$ cat config.mk
export PLATFORM = sky130hd
export DESIGN_NAME = pc_gen
export DESIGN_NICKNAME = d
export VERILOG_FILES = /design/src/logic/fetch_pkg.sv /design/src/logic/pc_gen.sv
export SDC_FILE = /design/constraint.sdc
export NUM_CORES = 1
export LEC_CHECK = 0
export BUFFER_PORTS_ARGS = -buffer_cell sky130_fd_sc_hd__buf_4
export CAP_MARGIN = 20
export CORE_MARGIN = 2
export CORE_UTILIZATION = 46
export DETAILED_ROUTE_END_ITERATION = 10
export PLACE_DENSITY = 0.77
export SETUP_SLACK_MARGIN = 0.4
export SLEW_MARGIN = 20
export SYNTH_ARGS = -nofsm -noshare
export SYNTH_HDL_FRONTEND = slang
export SYNTH_SLANG_ARGS = --single-unit
$ cat constraint.sdc
create_clock -name clk -period 2.4 [get_ports clk]
set_input_delay 0.48 -clock clk [delete_from_list [all_inputs] [get_ports clk]]
set_output_delay 0.48 -clock clk [all_outputs]
set_load 0.005 [all_outputs]
$ cat src/logic/fetch_pkg.sv
`default_nettype none

package fetch_pkg;

  typedef logic [63:0] addr_t;
  typedef logic [31:0] inst_t;
  typedef logic [63:0] beat_t;
  typedef logic [3:0]  bus_id_t;

  // transaction ids on the shared read bus
  localparam bus_id_t id_fetch = 4'd1;
  localparam bus_id_t id_data  = 4'd2;

  typedef struct packed {
    addr_t addr;
  } fetch_req_t;

  typedef struct packed {
    addr_t pc;
    inst_t instr;
  } fetch_rsp_t;

  typedef struct packed {
    addr_t   addr;
    bus_id_t id;
    logic    burst; // two beats when set
  } bus_req_t;

  typedef struct packed {
    beat_t   data;
    bus_id_t id;
    logic    last;
  } bus_rsp_t;

endpackage

`default_nettype wire

$ cat src/logic/pc_gen.sv
`timescale 1ns/1ns
`default_nettype none

module pc_gen
  import fetch_pkg::*;
#(
  parameter addr_t reset_pc = 64'h8000_0000
) (
  input  wire logic       clk,
  input  wire logic       rst_n,

  input  wire logic       redirect,
  input  wire addr_t      redirect_pc,

  output logic            req_valid,
  input  wire logic       req_ready,
  output fetch_req_t      req
);

  localparam addr_t step = 64'd4;

  addr_t pc_q;
  logic  valid_q;
  logic  taken;

  assign taken = valid_q && req_ready;

  // valid comes up one cycle after reset and then stays up
  always_ff @(posedge clk or negedge rst_n) begin
    if (!rst_n) begin
      valid_q <= 1'b0;
    end else begin
      valid_q <= 1'b1;
    end
  end

  always_ff @(posedge clk or negedge rst_n) begin
    if (!rst_n) begin
      pc_q <= reset_pc;
    end else if (redirect) begin
      pc_q <= redirect_pc; // redirect wins over a same-cycle transfer
    end else if (taken) begin
      pc_q <= pc_q + step;
    end
  end

  assign req_valid = valid_q;
  assign req       = '{addr: pc_q};

endmodule

`default_nettype wire

# Yosys cells after proc, flatten, opt, wreduce, memory -nomap -nowiden
# Cells that the tools add are included.
[totals]
register_bits = 65
latch_bits = 0
mem_bits_rw = 0
romBits = 0
output_inout_bits = 65
memories = 0
[op_classes]
n_addsub = 1
mul = 0
n_div = 0
n_lt_le_gt_ge = 0
n_eq_ne = 0
n_shift = 0
muxes = 2
n_bitwise = 0
n_reduce_logical = 2
[op_table]
columns = ["cell", "count"]
rows = [
  ["2-to-1 mux 64 bit", 2],
  ["adder 64 x 3 -> 64 bit, second input constant", 1],
  ["nonzero test 2 bit", 1],
  ["logical AND 1 bit", 1],
]

# Depth between registers and ports, before layout
[depth]
depth_word = 3
ltp_mapped = 8
depth_no_buf = 6

# Worst setup path before layout
# Ideal clock, no wire load.
[synth_timing]
path_kind = "input port to flip-flop"
startpoint = "input port req_ready"
endpoint = "register pc_q[45] (netlist: req[45])"
setup_time_ns = 0.124
arrival_ns = 2.302
setup_slack_ns = -0.026
cell_stages = 7
n_path_buf = 2
path_cell_list = "nand2_1 -> or4_1 -> buf_2 -> or4_4 -> buf_2 -> mux2i_1 -> a211o_1"
[synth_between]
elab_chain_cells = 2
[synth_rtl]
columns = ["item", "line_no", "rtl"]
rows = [
  ["start: declaration", "pc_gen.sv:16", "input wire logic req_ready,"],
  ["logical AND 1 bit", "pc_gen.sv:26", "assign taken = valid_q && req_ready;"],
  ["nonzero test 2 bit (no line)", "--", ""],
  ["end signal: assignment", "pc_gen.sv:39", "pc_q <= reset_pc;"],
  ["end signal: assignment", "pc_gen.sv:41", "pc_q <= redirect_pc;"],
  ["end signal: assignment", "pc_gen.sv:43", "pc_q <= pc_q + step;"],
  ["end: declaration", "pc_gen.sv:22", "addr_t pc_q;"],
]
# No other way between the ends.
# A chain may end at the register's enable or synchronous reset.

# Worst setup path in the final report
[layout_timing]
startpoint = "register pc_q[2] (netlist: req[2])"
endpoint = "register pc_q[41] (netlist: req[41])"
[layout_between]
elab_chain_cells = 3
[layout_rtl]
columns = ["item", "line_no", "rtl"]
rows = [
  ["adder 64 x 3 -> 64 bit", "pc_gen.sv:43", ""],
  ["2-to-1 mux 64 bit", "pc_gen.sv:42", "end else if (taken) begin"],
  ["2-to-1 mux 64 bit", "pc_gen.sv:40", "end else if (redirect) begin"],
]
# No other way between the ends. The select of a mux whose other input is x is not followed.

==> summary.txt <==
Detailed routing
  – Final wirelength: 13390 um
  – 1st-iter DRT viols: 393
  – Via density per instance: 5.939
  – TritonRoute pass-1 iters: 5
  – Antenna-violating nets left: 0
  – Post-route DRC violation count: 0
  – Total number of vias: 4478
  – Routed length per instance: 17.76 um

Logic synthesis
  – Adder and majority gate portion of the synthesized area: 0.3197%
  – Number of different library cells in the post-synthesis netlist: 42
  – Cell area after synthesis: 0.003914 mm^2
  – Post-synthesis sequential area ratio: 41.59%
  – Average instance area after synthesis: 8.621 um^2
  – Total number of yosys warnings: 0
  – Number of synthesized register bits: 65
  – Main combinational cell family by area after synthesis: simple AND/OR/NAND/NOR gates
  – Xor/xnor cell area share of the yosys netlist: 9.623%
  – Share of flip-flops with an asynchronous set or reset after synthesis: 100.0%
  – Post-synth EDFFs: 0
  – Top cells by area, synth: sky130_fd_sc_hd__dfrtp_1, sky130_fd_sc_hd__nand2_1, sky130_fd_sc_hd__xnor2_1
  – Post-Syn Nets: 523
  – Synth top area share: 40.92%
  – Synth Area in Compound Gates: 10.33%
  – Instance count of the mapped netlist: 454
  – Simple-gate share of the synthesized area: 32.83%
  – Share of cell area taken by muxes after synthesis: 2.430%
  – Most used flip-flop cell after synthesis: sky130_fd_sc_hd__dfrtp_1
  – Cell type contributing the most total cell area after synthesis: sky130_fd_sc_hd__dfrtp_1

Final layout
  – Area added between synthesis and finish: 52.40%
  – Register cell area after layout: 0.001638 mm^2
  – Diodes inserted: 0
  – Final #Nets: 713
  – Area taken by multi-input logic gates: 0.002441 mm^2
  – Proportion of layout cells with a drive suffix above 1: 41.29%
  – Number of filler cells placed in the layout: 602

Global route
  – Initial antenna violation count: 0
  – GRT Residual Overflow: 0
  – Maximum number of pins on one net before global-route repair: 66
  – Aggregate global-route resource usage: 27.15%
  – Number of global-route vias before repair: 4010
  – Wire length of the first global-routing pass: 19370 um

CTS
  – Clock tree sinks: 65
  – TritonCTS Buffers: 9
  – CTS tree: yes
  – Clock edge transition at the registers on the reported setup and hold paths: 0.08 ns
  – Post-cts hold buffer count: 0
  – Worst-Skew Late Latency: 0.35 ns
  – Clock Path Buffers: 2
  – Htree depth: 3
  – Clk Tree Root Cell: sky130_fd_sc_hd__clkbuf_8

Floorplan
  – Core area: 0.008217 mm^2
  – Horizontal extent of the die: 96.24 um
  – Initial core utilization: 47.63%
  – Number of I/O pins: 133
  – Chip Height: 96.24 um
  – Cell row count: 33
  – Area enclosed by the die boundary: 0.009262 mm^2

STA
  – Maximum clock rate: 435.4 MHz
  – Worst slew margin relative to its limit: 42.91%
  – Final setup violation count: 0
  – Portion of the clock cycle consumed by the worst path in the final layout: 95.69%
  – Slew at the pin closest to its max-slew limit: 0.8564 ns
  – Final setup TNS: 0 ns
  – Minimum clock period after layout: 2.297 ns
  – Unrepaired setup endpoints after global routing: yes
  – Final Max Slew Viols: 0
  – Final hold violation count: 0
  – Worst Skew: 0.01140 ns

Pwr
  – Peak VDD IR: 307.9 uV
  – Power density over the cells: 485.1 mW/mm^2
  – P_leak: 0.002671 uW
  – PnR Total Power: 2893 uW

Setup path
  – Sort of element at the start of the critical path: flop
  – Crit Path Class: flop to flop
  – Crit path DAT: 2.58 ns
  – Reg-to-reg setup timing slack: 0.10 ns
  – Source of the worst register-to-register timing path: req[2]
  – Depth of the most critical reg-to-reg path: 5
  – Peak fanout along the critical path: 7
  – Type of destination of the critical path: flop
  – Critical Path RT: 2.68 ns
  – Crit Reg-Reg Endpoint: req[41]

Min path
  – Class of the most critical hold timing path: input port to asynchronous set/reset pin

Place
  – Sum of net half-perimeters after detailed placement: 8949 um
  – Count of input and output buffers: 132
  – Placer's final routability congestion estimate: 0.9589

Status
  – Status: completed

Flow run
  – Maximum Capacitance Violations: 0
## stage by stage
step	cell area [um^2]	std cells	util [%]	hold slack, ns	setup WS, ns
after global placement	5260	706	64.02	0.4948	0.1135
after detailed placement	5260	706	64.02	0.4990	0.08139
after global routing	5964	754	72.59	0.2833	0.02506
final	5964	754	72.59	0.2135	0.1033
after floorplan	3960	454	-	0.1844	0.1175
after CTS	5569	730	67.78	0.2637	0.06217
## per-layer routing
layer / GRT usage [%] / up-vias / wire, um
li1: - / 2063 / -
met1: 35.06 / 2134 / 5234
met2: 45.49 / 245 / 6751
met3: 6.030 / 36 / 1019
met4: 8.095 / 0 / 389
met5: 0 / - / 0
## cells in the final DEF, fill, tap and decap left out, types with 5 or more instances in the layout
master                     instances
sky130_fd_sc_hd__or4_1             6
sky130_fd_sc_hd__nand3_1          27
sky130_fd_sc_hd__xnor2_1          28
sky130_fd_sc_hd__buf_4           194
sky130_fd_sc_hd__nor4_1            6
sky130_fd_sc_hd__nor2b_1           5
sky130_fd_sc_hd__o21ai_1           5
sky130_fd_sc_hd__nand4_1          30
sky130_fd_sc_hd__xor2_1           15
sky130_fd_sc_hd__nor3_1            6
sky130_fd_sc_hd__buf_6            11
sky130_fd_sc_hd__nor2_1           20
sky130_fd_sc_hd__mux2i_1           5
sky130_fd_sc_hd__nor4_4            9
sky130_fd_sc_hd__and4_1            8
sky130_fd_sc_hd__or4_4             6
sky130_fd_sc_hd__a31oi_1           8
sky130_fd_sc_hd__clkbuf_8         10
sky130_fd_sc_hd__dfrtp_1          56
sky130_fd_sc_hd__o21ai_0          43
sky130_fd_sc_hd__dfrtp_2           8
sky130_fd_sc_hd__and3_1            8
sky130_fd_sc_hd__or3_1             8
sky130_fd_sc_hd__nand2_1          67
## state kept, by name, indices dropped and copies added (netlist names)
signal / flops
req: 64
req_valid: 1
## final cells by class
| cell class | instances | area share (%) |
|---|---|---|
| Clock buffer | 13 | 2.496 |
| Clock inverter | 3 | 0.2937 |
| Inverter | 2 | 0.1259 |
| Multi-Input combinational cell | 361 | 40.93 |
| Sequential cell | 65 | 27.46 |
| Tap cell | 105 | 2.203 |
| Timing Repair Buffer | 205 | 26.49 |
## power breakdown
part | switching, uW | leakage [uW] | total [uW] | internal (uW)
registers | 127 | 0.000755 | 1330 | 1200
logic | 326 | 0.00183 | 726 | 400
clock network | 437 | 0.0000834 | 838 | 401
total | 890 | 0.00267 | 2890 | 2000
## repair_timing
action	4_1_cts	5_1_grt
resized for setup	18	51
buffers inserted	8	24
setup endpoints to repair	24	34
pin swaps	18	31
## kinds of logic after synthesis
family | count (synthesis)
simple gates | 236
compound gates | 71
flops | 65
xor+xnor | 43
buf+inv | 28
mux | 9
fa+ha+maj | 1
other cells | 1
## Yosys cell counts (2+ instances only)
master and number:
sky130_fd_sc_hd__buf_2 3, sky130_fd_sc_hd__or4_1 11, sky130_fd_sc_hd__mux2i_1 5, sky130_fd_sc_hd__and4_1 13, sky130_fd_sc_hd__mux2_2 4, sky130_fd_sc_hd__clkbuf_1 23, sky130_fd_sc_hd__or2_2 2, sky130_fd_sc_hd__inv_1 2
sky130_fd_sc_hd__nor3_1 10, sky130_fd_sc_hd__o21ai_0 48, sky130_fd_sc_hd__a21oi_1 2, sky130_fd_sc_hd__and3_1 10, sky130_fd_sc_hd__o31ai_1 2, sky130_fd_sc_hd__a211o_1 2, sky130_fd_sc_hd__or3_1 9, sky130_fd_sc_hd__nand3_1 30
sky130_fd_sc_hd__a31oi_1 8, sky130_fd_sc_hd__nor2_1 21, sky130_fd_sc_hd__nor3b_1 2, sky130_fd_sc_hd__a22oi_1 4, sky130_fd_sc_hd__or4b_1 3, sky130_fd_sc_hd__nand4_1 30, sky130_fd_sc_hd__and2_1 2, sky130_fd_sc_hd__nand2_1 67
sky130_fd_sc_hd__xnor2_1 28, sky130_fd_sc_hd__nor4_1 16, sky130_fd_sc_hd__dfrtp_1 64, sky130_fd_sc_hd__nor2b_1 5, sky130_fd_sc_hd__xor2_1 15
## worst max path at each step
stage / from / to / cells past startpoint
final: req[2] / req[41] / 5
after global routing: req[2] / req[61] / 5
after CTS: req[31] / req[41] / 5
after detailed placement: req[31] / req[41] / 5
after global placement: req[31] / req[41] / 5
after floorplan: req[27] / req[41] / 7
## critical path, stage by stage, from the launching register on
cell and delay (ns):
sky130_fd_sc_hd__dfrtp_1 0.39, sky130_fd_sc_hd__nand3_2 0.11, sky130_fd_sc_hd__or4_4 0.56, sky130_fd_sc_hd__or4_4 0.59, sky130_fd_sc_hd__or4b_1 0.49, sky130_fd_sc_hd__nand3_1 0.08
No activity file was read; power rests on OpenSTA's default activity.
